===== config.mk =====
export PLATFORM = sky130hd
export DESIGN_NAME = armCtrl
export DESIGN_NICKNAME = d
export VERILOG_FILES = /design/src/design/isaPkg.sv /design/src/design/ctrlPkg.sv /design/src/design/instrDecoder.sv /design/src/design/execStage.sv /design/src/design/retireStage.sv /design/src/design/armCtrl.sv
export VERILOG_INCLUDE_DIRS = /design/src /design/src/design
export SDC_FILE = /design/constraint.sdc
export NUM_CORES = 1
export LEC_CHECK = 0
export BUFFER_PORTS_ARGS = -buffer_cell sky130_fd_sc_hd__buf_2
export CORE_AREA = 2 2 83 85
export DETAILED_ROUTE_END_ITERATION = 6
export DIE_AREA = 0 0 85 87
export PLACE_DENSITY = 0.64
export SLEW_MARGIN = 10
export SYNTH_ARGS = -nofsm -noshare
export SYNTH_HDL_FRONTEND = slang
export SYNTH_HIERARCHICAL = 1
export SYNTH_SLANG_ARGS = --single-unit

===== constraint.sdc =====
create_clock -name clk -period 3.4 [get_ports clk]
set_clock_uncertainty 0.1 [all_clocks]
set_input_delay 0.51 -clock clk [delete_from_list [all_inputs] [get_ports clk]]
set_output_delay 0.51 -clock clk [all_outputs]
set_load 0.05 [all_outputs]

===== src/design/armCtrl_cfg.svh =====
`ifndef ARMCTRL_CFG_SVH
`define ARMCTRL_CFG_SVH

// ======================================================================
// Core control widths
// ======================================================================

`define INSTR_W     32   // Full ARM instruction word
`define FLAGS_W     4    // NZCV
`define BYTE_LANES  4    // One strobe per byte of the data word
`define ALU_OP_W    4    // Same width as the DP opcode field

// Classic F/D/E/M/W pipe
`define PIPE_STAGES 5

`endif


===== src/design/isaPkg.sv =====
`include "armCtrl_cfg.svh"

package isaPkg;

  // Raw instruction as fetched
  typedef logic [`INSTR_W-1:0] instrT;

  // Register file index, r0..r15
  typedef logic [3:0] regIdxT;
  localparam regIdxT PC_IDX = 4'd15;  // r15 is the PC

  // Condition field, bits 31:28
  typedef enum logic [3:0] {
    EQ = 4'b0000, NE = 4'b0001,   // Z set / clear
    CS = 4'b0010, CC = 4'b0011,   // C set / clear
    MI = 4'b0100, PL = 4'b0101,   // N set / clear
    VS = 4'b0110, VC = 4'b0111,   // V set / clear
    HI = 4'b1000, LS = 4'b1001,   // Unsigned higher / lower-or-same
    GE = 4'b1010, LT = 4'b1011,   // Signed compares
    GT = 4'b1100, LE = 4'b1101,
    AL = 4'b1110,                 // Always
    NV = 4'b1111                  // Never executes in this core
  } condT;

  // Data-processing opcode, bits 24:21
  // Doubles as the ALU control encoding
  typedef enum logic [`ALU_OP_W-1:0] {
    AND = 4'b0000, EOR = 4'b0001,
    SUB = 4'b0010, RSB = 4'b0011,
    ADD = 4'b0100, ADC = 4'b0101,
    SBC = 4'b0110, RSC = 4'b0111,
    TST = 4'b1000, TEQ = 4'b1001,  // Compare group, flags only
    CMP = 4'b1010, CMN = 4'b1011,
    ORR = 4'b1100, MOV = 4'b1101,
    BIC = 4'b1110, MVN = 4'b1111
  } dpOpT;

endpackage


===== src/design/ctrlPkg.sv =====
`include "armCtrl_cfg.svh"

package ctrlPkg;
  import isaPkg::*;

  // NZCV, N in the top bit
  typedef logic [`FLAGS_W-1:0] flagsT;

  // Decode -> Execute bundle
  typedef struct packed {
    logic                 regWrite;
    logic                 memWrite;
    logic                 memtoReg;    // Result comes from data memory
    logic                 branch;
    logic                 pcSrc;       // Writes r15, branch or DP to PC
    logic                 aluSrc;      // 1 = immediate operand B
    logic                 byteAccess;  // LDRB/STRB
    logic                 setFlags;    // S bit
    logic                 logicOp;     // Keeps C and V on flag update
    logic                 noRegWrite;  // TST/TEQ/CMP/CMN
    logic [`ALU_OP_W-1:0] aluControl;
    condT                 cond;
  } decCtrlT;

  // Execute controls handed to the datapath
  typedef struct packed {
    logic                 aluSrc;
    logic [`ALU_OP_W-1:0] aluControl;
  } exCtrlT;

  // Memory-stage record, already condition gated
  typedef struct packed {
    logic       regWrite;
    logic       memtoReg;
    logic       pcSrc;
    logic       byteAccess;
    logic       setFlags;
    flagsT      flagsNext;
    logic [1:0] byteOffset;   // Low address bits for byte load alignment
  } memCtrlT;

  // Writeback-stage record
  typedef struct packed {
    logic       regWrite;
    logic       memtoReg;
    logic       pcSrc;
    logic       byteLoad;     // Byte access narrowed to loads
    logic       setFlags;
    flagsT      flagsNext;
    logic [1:0] byteOffset;
  } wbCtrlT;

endpackage


===== src/design/instrDecoder.sv =====
`timescale 1ns/1ps

module instrDecoder
  import isaPkg::*, ctrlPkg::*;
(
  input  instrT      instrD,
  output decCtrlT    decCtrlD,
  output logic [1:0] regSrcD,   // [1] Rd as RA2 for STR, [0] PC as RA1 for B
  output logic [1:0] immSrcD,   // 00 imm8 rot, 01 imm12, 10 imm24
  output logic       pcSrcD
);

  dpOpT   opD;
  regIdxT rdD;
  logic   isDpD;      // Data processing, imm or reg
  logic   isLdStD;    // Legal LDR/STR/LDRB/STRB
  logic   isLoadD;
  logic   isBranchD;

  assign opD = dpOpT'(instrD[24:21]);
  assign rdD = regIdxT'(instrD[15:12]);

  // ======================================================================
  // Main decoder
  // ======================================================================

  always_comb begin
    // Defaults cover the undefined space
    isDpD     = 1'b0;
    isLdStD   = 1'b0;
    isBranchD = 1'b0;
    case (instrD[27:26])
      2'b00: isDpD = 1'b1;
      2'b01: begin
        // Register offset with bit 4 set is the media/undef space
        if (!(instrD[25] && instrD[4])) isLdStD = 1'b1;
      end
      2'b10: isBranchD = 1'b1;
      default: ;                 // Coprocessor/SWI, not handled here
    endcase
  end

  assign isLoadD = isLdStD & instrD[20];  // L bit

  always_comb begin
    decCtrlD = '0;
    regSrcD  = 2'b00;
    immSrcD  = 2'b00;
    if (isDpD) begin
      decCtrlD.aluSrc   = instrD[25];     // I bit
      decCtrlD.regWrite = 1'b1;           // Compare ops dropped later in Execute
    end else if (isLdStD) begin
      regSrcD             = isLoadD ? 2'b00 : 2'b10;  // STR reads Rd as data
      immSrcD             = 2'b01;
      decCtrlD.aluSrc     = ~instrD[25];  // Offset form inverts the I sense
      decCtrlD.regWrite   = isLoadD;
      decCtrlD.memtoReg   = isLoadD;
      decCtrlD.memWrite   = ~isLoadD;
      decCtrlD.byteAccess = instrD[22];   // B bit
    end else if (isBranchD) begin
      regSrcD         = 2'b01;            // PC as base
      immSrcD         = 2'b10;
      decCtrlD.aluSrc = 1'b1;
      decCtrlD.branch = 1'b1;
    end
    // Fields shared by every class
    decCtrlD.cond       = condT'(instrD[31:28]);
    decCtrlD.setFlags   = isDpD & instrD[20];
    decCtrlD.logicOp    = isDpD & (opD inside {AND, EOR, TST, TEQ, ORR, MOV, BIC, MVN});
    decCtrlD.noRegWrite = isDpD & (opD inside {TST, TEQ, CMP, CMN});
    decCtrlD.pcSrc      = pcSrcD;
    // ALU control
    if (isLdStD)    decCtrlD.aluControl = instrD[23] ? ADD : SUB;  // U bit picks offset sign
    else if (isDpD) decCtrlD.aluControl = opD;
    else            decCtrlD.aluControl = ADD;  // Branch target and undefined
  end

  // Writes to r15 count as a PC change, flag-only compares never do
  assign pcSrcD = (isDpD & ~(opD inside {TST, TEQ, CMP, CMN}) & (rdD == PC_IDX))
                | isLoadD & (rdD == PC_IDX)
                | isBranchD;

  // Load and store are separate classes across the whole decode table
  always_comb begin
    assert final (!(decCtrlD.memWrite && decCtrlD.memtoReg))
      else $error("decoder raised memWrite and memtoReg together");
  end

endmodule


===== src/design/execStage.sv =====
`timescale 1ns/1ps
`include "armCtrl_cfg.svh"

module execStage
  import isaPkg::*, ctrlPkg::*;
(
  input  logic                   clk,
  input  logic                   arstN,
  input  logic                   stallE,
  input  logic                   flushE,
  input  decCtrlT                decCtrlD,
  input  flagsT                  aluFlagsE,   // Raw NZCV out of the ALU
  input  logic [1:0]             addrLowE,    // ALU result bits 1:0
  input  flagsT                  flagsFwdE,   // Current flags after forwarding
  output exCtrlT                 exCtrlE,
  output logic                   branchTakenE,
  output memCtrlT                memCtrlE,
  output logic                   memWriteE,
  output logic [`BYTE_LANES-1:0] byteMaskE,
  output logic                   pcSrcE
);

  decCtrlT ctrlQ;     // E pipeline register
  logic    condExE;   // Condition passed
  flagsT   flagsNextE;

  // ======================================================================
  // E register
  // ======================================================================

  always_ff @(posedge clk or negedge arstN) begin
    if (!arstN) begin
      ctrlQ <= '0;
    end else if (!stallE) begin
      ctrlQ <= flushE ? '0 : decCtrlD;   // Flush inserts a bubble
    end
  end

  // ARM condition table
  function automatic logic condPass(condT cond, flagsT f);
    logic n;
    logic z;
    logic c;
    logic v;
    {n, z, c, v} = f;
    case (cond)
      EQ: condPass = z;
      NE: condPass = ~z;
      CS: condPass = c;
      CC: condPass = ~c;
      MI: condPass = n;
      PL: condPass = ~n;
      VS: condPass = v;
      VC: condPass = ~v;
      HI: condPass = c & ~z;
      LS: condPass = ~c | z;
      GE: condPass = (n == v);
      LT: condPass = (n != v);
      GT: condPass = ~z & (n == v);
      LE: condPass = z | (n != v);
      AL: condPass = 1'b1;
      default: condPass = 1'b0;      // NV
    endcase
  endfunction

  assign condExE = condPass(ctrlQ.cond, flagsFwdE);

  // Logical ops leave C and V alone
  assign flagsNextE = ctrlQ.logicOp ? {aluFlagsE[3:2], flagsFwdE[1:0]} : aluFlagsE;

  // ======================================================================
  // Outputs
  // ======================================================================

  assign exCtrlE.aluSrc     = ctrlQ.aluSrc;
  assign exCtrlE.aluControl = ctrlQ.aluControl;

  assign branchTakenE = ctrlQ.branch & condExE;
  assign memWriteE    = ctrlQ.memWrite & condExE;
  assign pcSrcE       = ctrlQ.pcSrc;    // Ungated, PC write still possible

  // Word access strobes all lanes, byte access one lane
  assign byteMaskE = ctrlQ.byteAccess ? (`BYTE_LANES'(1) << addrLowE) : '1;

  // Record for the Memory stage
  assign memCtrlE.regWrite   = ctrlQ.regWrite & ~ctrlQ.noRegWrite & condExE;
  assign memCtrlE.memtoReg   = ctrlQ.memtoReg;
  assign memCtrlE.pcSrc      = ctrlQ.pcSrc & condExE;
  assign memCtrlE.byteAccess = ctrlQ.byteAccess;
  assign memCtrlE.setFlags   = ctrlQ.setFlags & condExE;
  assign memCtrlE.flagsNext  = flagsNextE;
  assign memCtrlE.byteOffset = addrLowE;

  // Store strobes must be a single lane or a full word
  assert property (@(posedge clk) disable iff (!arstN)
    memWriteE |-> ($onehot(byteMaskE) || (&byteMaskE)))
    else $error("illegal byte mask on store");

endmodule


===== src/design/retireStage.sv =====
`timescale 1ns/1ps
`include "armCtrl_cfg.svh"

module retireStage
  import ctrlPkg::*;
(
  input  logic                   clk,
  input  logic                   arstN,
  input  logic                   stallM,
  input  logic                   flushM,
  input  logic                   stallW,
  input  logic                   flushW,
  input  memCtrlT                memCtrlE,
  input  logic                   memWriteE,
  input  logic [`BYTE_LANES-1:0] byteMaskE,
  output logic                   memWriteM,
  output logic [`BYTE_LANES-1:0] byteMaskM,
  output logic                   pcSrcM,
  output flagsT                  flagsFwdE,
  output logic                   regWriteW,
  output logic                   memtoRegW,
  output logic                   pcSrcW,
  output logic                   byteLoadW,
  output logic [1:0]             byteOffsetW,
  output flagsT                  flagsW
);

  memCtrlT memQ;    // M pipeline register
  wbCtrlT  wbQ;     // W pipeline register
  flagsT   flagsQ;  // Architectural NZCV

  // ======================================================================
  // M and W registers
  // ======================================================================

  always_ff @(posedge clk or negedge arstN) begin
    if (!arstN) begin
      memQ      <= '0;
      memWriteM <= 1'b0;
      byteMaskM <= '0;
    end else if (!stallM) begin
      memQ      <= flushM ? '0 : memCtrlE;
      memWriteM <= flushM ? 1'b0 : memWriteE;
      byteMaskM <= flushM ? '0 : byteMaskE;
    end
  end

  always_ff @(posedge clk or negedge arstN) begin
    if (!arstN) begin
      wbQ <= '0;
    end else if (!stallW) begin
      if (flushW) begin
        wbQ <= '0;
      end else begin
        wbQ.regWrite   <= memQ.regWrite;
        wbQ.memtoReg   <= memQ.memtoReg;
        wbQ.pcSrc      <= memQ.pcSrc;
        wbQ.byteLoad   <= memQ.byteAccess & memQ.memtoReg;  // LDRB only
        wbQ.setFlags   <= memQ.setFlags;
        wbQ.flagsNext  <= memQ.flagsNext;
        wbQ.byteOffset <= memQ.byteOffset;
      end
    end
  end

  // Flags commit as the instruction leaves W
  always_ff @(posedge clk or negedge arstN) begin
    if (!arstN) flagsQ <= '0;
    else if (!stallW && wbQ.setFlags) flagsQ <= wbQ.flagsNext;
  end

  // Youngest pending update wins
  assign flagsFwdE = memQ.setFlags ? memQ.flagsNext :
                     wbQ.setFlags  ? wbQ.flagsNext  : flagsQ;

  // Flags as seen once the W instruction is applied
  assign flagsW = wbQ.setFlags ? wbQ.flagsNext : flagsQ;

  assign pcSrcM      = memQ.pcSrc;
  assign regWriteW   = wbQ.regWrite;
  assign memtoRegW   = wbQ.memtoReg;
  assign pcSrcW      = wbQ.pcSrc;
  assign byteLoadW   = wbQ.byteLoad;
  assign byteOffsetW = wbQ.byteOffset;

  // A held Writeback must not commit its flags twice or early
  assert property (@(posedge clk) disable iff (!arstN) stallW |=> $stable(flagsQ))
    else $error("flags changed during a Writeback stall");

endmodule


===== src/design/armCtrl.sv =====
`timescale 1ns/1ps
`include "armCtrl_cfg.svh"

module armCtrl
  import isaPkg::*, ctrlPkg::*;
(
  input  logic                   clk,
  input  logic                   arstN,
  input  instrT                  instrD,
  input  flagsT                  aluFlagsE,
  input  logic [1:0]             addrLowE,
  input  logic                   stallE,
  input  logic                   stallM,
  input  logic                   stallW,
  input  logic                   flushE,
  input  logic                   flushM,
  input  logic                   flushW,
  output logic [1:0]             regSrcD,
  output logic [1:0]             immSrcD,
  output exCtrlT                 exCtrlE,
  output logic                   branchTakenE,
  output logic                   memWriteM,
  output logic [`BYTE_LANES-1:0] byteMaskM,
  output logic                   regWriteW,
  output logic                   memtoRegW,
  output logic                   pcSrcW,
  output logic                   byteLoadW,
  output logic [1:0]             byteOffsetW,
  output flagsT                  flagsW,
  output logic                   pcWrPendingF   // Hold fetch while r15 is in flight
);

  localparam int PendDepth = `PIPE_STAGES - 2;  // D, E and M

  decCtrlT                decCtrlD;
  memCtrlT                memCtrlE;
  logic                   memWriteE;
  logic [`BYTE_LANES-1:0] byteMaskE;
  flagsT                  flagsFwdE;
  logic                   pcSrcD;
  logic                   pcSrcE;
  logic                   pcSrcM;
  logic [PendDepth-1:0]   pcPend;

  instrDecoder dec0 (
    .instrD   (instrD),
    .decCtrlD (decCtrlD),
    .regSrcD  (regSrcD),
    .immSrcD  (immSrcD),
    .pcSrcD   (pcSrcD)
  );

  execStage exe0 (
    .clk          (clk),
    .arstN        (arstN),
    .stallE       (stallE),
    .flushE       (flushE),
    .decCtrlD     (decCtrlD),
    .aluFlagsE    (aluFlagsE),
    .addrLowE     (addrLowE),
    .flagsFwdE    (flagsFwdE),
    .exCtrlE      (exCtrlE),
    .branchTakenE (branchTakenE),
    .memCtrlE     (memCtrlE),
    .memWriteE    (memWriteE),
    .byteMaskE    (byteMaskE),
    .pcSrcE       (pcSrcE)
  );

  retireStage ret0 (
    .clk         (clk),
    .arstN       (arstN),
    .stallM      (stallM),
    .flushM      (flushM),
    .stallW      (stallW),
    .flushW      (flushW),
    .memCtrlE    (memCtrlE),
    .memWriteE   (memWriteE),
    .byteMaskE   (byteMaskE),
    .memWriteM   (memWriteM),
    .byteMaskM   (byteMaskM),
    .pcSrcM      (pcSrcM),
    .flagsFwdE   (flagsFwdE),
    .regWriteW   (regWriteW),
    .memtoRegW   (memtoRegW),
    .pcSrcW      (pcSrcW),
    .byteLoadW   (byteLoadW),
    .byteOffsetW (byteOffsetW),
    .flagsW      (flagsW)
  );

  // Any PC write still ahead of Writeback
  assign pcPend       = {pcSrcD, pcSrcE, pcSrcM};
  assign pcWrPendingF = |pcPend;

endmodule


# Yosys cells after proc, flatten, opt, wreduce, memory -nomap -nowiden
# Cells that the tools add are included.
[op_classes]
eq_ne = 28
shifts = 1
n_mux = 33
bitwise = 28
reduce_logical = 9
[ops]
columns = ["operator", "n"]
rows = [
  ["$eq 4x4->1 const B", 16],
  ["$mux 4", 6],
  ["$mux 11", 2],
  ["$mux 18", 1],
  ["$and 1x1->1", 16],
  ["$eq 4x3->1 const B", 4],
  ["$pmux 1 s15", 1],
  ["$mux 2", 7],
  ["$mux 1", 13],
  ["$mux 3", 3],
  ["$eq 4x1->1 const B", 2],
  ["$eq 4x2->1 const B", 2],
  ["$logic_not 4->1", 2],
  ["$not 1->1", 8],
  ["$reduce_bool 8->1", 1],
  ["$or 1x1->1", 4],
  ["$reduce_bool 4->1", 1],
  ["$shl 1x2->4 const A", 1],
  ["$reduce_or 3->1", 1],
  ["$eq 2x1->1 const B", 1],
  ["$eq 2x2->1 const B", 1],
  ["$logic_and 1x1->1", 2],
  ["$logic_not 2->1", 1],
  ["$eq 1x1->1", 1],
  ["2 further kinds", 2],
]
[totals]
regBits = 49
inputBits = 46
out_inout_bits = 26
wordCells = 128

# Logic depth before layout (Yosys ltp)
[logic_depth]
depth_word = 8
depth_mapped = 9
ltp_nobuf = 9

# Cells and area by module
# The synthesis kept the hierarchy.
[modules_own_cells]
columns = ["module", "instances", "cells_each", "area_each_um2", "seq_area_each_um2"]
rows = [
  ["retireStage", 1, 130, 1353.8, 775.7],
  ["execStage", 1, 128, 1144.8, 450.4],
  ["instrDecoder", 1, 35, 219.0, 0.0],
  ["armCtrl", 1, 1, 6.3, 0.0],
]

# Worst setup path after synthesis
# No wires, ideal clock.
[synth_path]
path_type = "register -> output"
from = "reg ret0/wbQ[6] (netlist name)"
to = "out branchTakenE"
arrival_time_ps = 2864
t_required_ps = 2790
slack_ps = -74
path_stages_with_launch = 8
path_buffers = 0
path_cell_list = "dfrtp_1 -> mux2_2 -> mux2_2 -> xor2_2 -> or4b_4 -> a21boi_2 -> a2111oi_4 -> nor2b_1"
[synth_between]
elab_chain_len = 6
word_cells_on_any_way = 14
classes_between = "eq/ne (2); mux (3); bitwise (9)"
[synth_rtl]
columns = ["element", "line_no", "text"]
rows = [
  ["start: declaration", "retireStage.sv:29", "wbCtrlT wbQ;"],
  ["$mux 4 *", "-", ""],
  ["named net flagsW[0]", "armCtrl.sv:29", "output flagsT flagsW,"],
  ["$mux 4 *", "retireStage.sv:73", "assign flagsFwdE = memQ.setFlags ? memQ.flagsNext :"],
  ["named net flagsFwdE[0]", "armCtrl.sv:39", "flagsT flagsFwdE;"],
  ["$ne 1x1->1 / $eq 1x1->1 (equally long branches)", "-", ""],
  ["$or 1x1->1 / $and 1x1->1 (equally long branches)", "execStage.sv:60, execStage.sv:59", ""],
  ["$pmux 1 s15 *", "execStage.sv:46", "case (cond)"],
  ["$and 1x1->1 *", "execStage.sv:78", "assign branchTakenE = ctrlQ.branch & condExE;"],
  ["end: declaration", "armCtrl.sv:21", "output logic branchTakenE,"],
]
# The timed path passes the listed nets; every way through them passes the cells marked *.

# Worst setup path after layout
[layout_path]
from = "reg ret0/wbQ[6] (netlist name)"
to = "out branchTakenE"
[layout_between]
elab_chain_len = 6
word_cells_on_any_way = 14
classes_between = "eq/ne (2); mux (3); bitwise (9)"
[layout_rtl]
columns = ["element", "line_no", "text"]
rows = [
  ["$mux 4 *", "retireStage.sv:74", "wbQ.setFlags ? wbQ.flagsNext : flagsQ;"],
  ["$mux 4 *", "retireStage.sv:73", ""],
  ["named net flagsFwdE[0]", "armCtrl.sv:39", ""],
  ["$ne 1x1->1 / $eq 1x1->1 (equally long branches)", "-", ""],
  ["$or 1x1->1 / $and 1x1->1 (equally long branches)", "execStage.sv:60, execStage.sv:59", ""],
  ["$pmux 1 s15 *", "execStage.sv:46", ""],
  ["$and 1x1->1 *", "execStage.sv:78", ""],
]
# Marked as above.

==> out/qor.txt <==
switch share - 0.287
Critical Path AT - 2.65 ns
Setup crit start kind - register
post-route insts no fill - 406
Syn Area/Cell - 9.26 µm²
outcome - completed
initial antenna violation count - 0
Sum Neg Setup Slack - 0 ns
die area - 0.00740 mm²
port bufs - 56
fillcell total - 655
gr usage total - 0.144
largest net degree at the start of global routing - 50
Setup WS pre-CTS - 0.278 ns
Cells after DPL - 395
vias in the first global route - 1835
Max Fanout on Critical Path - 5
Mapped Nets - 340
# IOs - 72
FF+latch count, synth - 49
drt drc - 0
Iter 0 DRT Violations - 78
share of the synthesized area in the top cell type - 0.450
Power per Cell Area - 395 mW/mm²
Max VDD drop - 155 µV
Worst Tran Pin Value - 0.539 ns
number of core rows - 30
kind of critical path - register to primary output
root buf cell - clkbuf_8
Tot Pwr - 1.19 mW
CTS tree - built
most common cell after layout, fill and taps aside - buf_2
Power Internal - 851 µW
number of nets still failing antenna checks after routing - 0
HPWL Detailed - 3510 µm
final wirelength - 4860 µm
Max Freq - 0.307 GHz
beginning of the worst register-to-register path - ret0/wbQ[6]
Routed WL per cell - 12.0 µm
Clock Power Share - 0.285
Vias/cell - 4.85
max-cap violations - 0
Synth Warn # - 6
ranking of synthesized cells by area - dfrtp_1 45%, nand2b_1 9.9%, o21ai_0 7.2%
clock latency on the worst-skew pair - 0.29 ns
H-tree depth - 2
RSZ-0062 raised after global routing - false
CP Launch Point - ret0/wbQ[6]
CTS Buf Count - 5
Area Overhead vs Synth - 10.8%
part of the power in combinational logic - 0.182
worst-case clock buffer depth - 2
fin crit share - 0.959
grt ovf - 0
Post-synth EDFFs - 0
slew margin rel. - 0.641
register share of total power - 0.533
first drt pass iteration count - 4
first-pass GRT wire length - 8630 µm
Core ar. - 0.00657 mm²
CTS Sinks - 49
Post-CTS Hold Buffers - 0
hold crit path type - primary input to asynchronous set/reset pin
Die H - 87 µm
top_reg_cell synth - dfrtp_1
ANT cells - 0
chip width - 85 µm
leading area contributor after synthesis - dfrtp_1
Initial Util - 0.415
commonest cells after routing, fill and taps aside - 55 x buf_2, 48 x dfrtp_1, 46 x nand2_1, 43 x nand2b_1, 39 x o21ai_0
final max-slew violation count - 0
Post-synth ARST share - 1.00
Clock Pin Slew Worst Setup and Hold Paths - 0.08 ns
final-report hold violation count - 0
Seq/Total Area, Yosys - 0.450
worst setup margin - 0.141 ns
Period minus WS final - 3.26 ns
gpl congestion - 0.769
fin nets - 372
Synth Cell Area - 0.00272 mm²
via count - 1970
CP endpoint kind - primary output
Mapped Cells - 294
Worst Path Required - 2.79 ns
Netlist cell types - 44
NetSw - 343 µW
share of layout cells above drive strength 1 - 0.285
Leak - 1.43 nW
Finish-stage setup viols - 0
[synthesized netlist by cell type (all sizes together), types with 3 or more instances]
master	number
o21ai	50
dfrtp	49
nand2	46
nand2b	43
buf	23
mux2	14
clkbuf	12
nor2	8
nor2b	8
inv	5
a21oi	3
a22o	3
and2	3
and3	3
[registers in the layout, summed over array words and instances (netlist names)]
name	flops
exe0/ctrlQ	10
exe0/exCtrlE	5
exe0/memCtrlE	2
exe0/pcSrcE	1
ret0/byteLoadW	1
ret0/byteMaskM	4
ret0/byteOffsetW	2
ret0/flagsQ	4
ret0/memQ	10
ret0/memWriteM	1
ret0/memtoRegW	1
ret0/pcSrcM	1
ret0/pcSrcW	1
ret0/regWriteW	1
ret0/wbQ	5
[critical path, stage by stage, from the launching register on]
cell	delay (ns)
dfrtp_2	0.41
mux2_2	0.36
mux2_2	0.31
xor2_2	0.19
or4b_4	0.50
a21boi_2	0.19
a2111oi_4	0.08
nor2b_2	0.12
buf_4	0.20
[power by group through the flow]
stage	Sequential, mW	Combinational (mW)	Clock (mW)
5_1_grt	0.642	0.242	0.384
6_report	0.636	0.217	0.340
3_5_place_dp	0.648	0.215	0
3_3_place_gp	0.647	0.212	0
2_1_floorplan	0.656	0.160	0
4_1_cts	0.637	0.218	0.359
[timing repair]
item                                    CTS  global route
buffers inserted                          1             2
endpoints found under the setup margin    1             1
pin swaps                                 1             0
resized for setup                         1             1
[path summary, 6_finish.rpt]
check	endpoint	slack (ns)	depth (start not counted)
max	branchTakenE	0.14	8
min	ret0/byteOffsetW[1]	0.05	1
max reg2reg	ret0/memQ[10]	0.65	10
min reg2reg	exe0/ctrlQ[17]	0.38	2
max in group asynchronous	exe0/ctrlQ[10]	2.65	2
min in group clk	exe0/ctrlQ[0]	0.35	3
[cells by family after synthesis]
logic type | synth area share
AO/OA/AOI/OAI | 0.141
XOR/XNOR | 0.0156
buffers and inverters | 0.0877
flip-flops | 0.450
multiplexers | 0.0616
AND/OR/NAND/NOR | 0.244
[layout make-up]
cell class	instances	area, µm²	share of cell area
Multi-Input combinational cell	205	1260	0.418
Tap cell	80	100	0.0332
Inverter	5	18.8	0.00622
Timing Repair Buffer	60	325	0.108
Sequential cell	49	1230	0.407
Clock buffer	7	86.3	0.0286
[through the flow]
| step | util | instance area [µm²] | hold slack (ns) |
|---|---|---|---|
| 2_1_floorplan | - | 2730 | 0.114 |
| 3_3_place_gp | 0.439 | 2890 | 0.359 |
| 3_5_place_dp | 0.439 | 2890 | 0.366 |
| 4_1_cts | 0.454 | 2980 | 0.340 |
| 5_1_grt | 0.460 | 3020 | 0.0590 |
| 6_report | 0.460 | 3020 | 0.0481 |
[metal layers]
| metal | vias up | track usage | routed length [µm] |
|---|---|---|---|
| li1 | 1019 | - | - |
| met1 | 900 | 0.196 | 2400 |
| met2 | 49 | 0.230 | 2170 |
| met3 | 2 | 0.0284 | 249 |
| met4 | 0 | 0.0476 | 40 |
| met5 | - | 0 | 0 |
No activity file was read; power rests on OpenSTA's default activity.
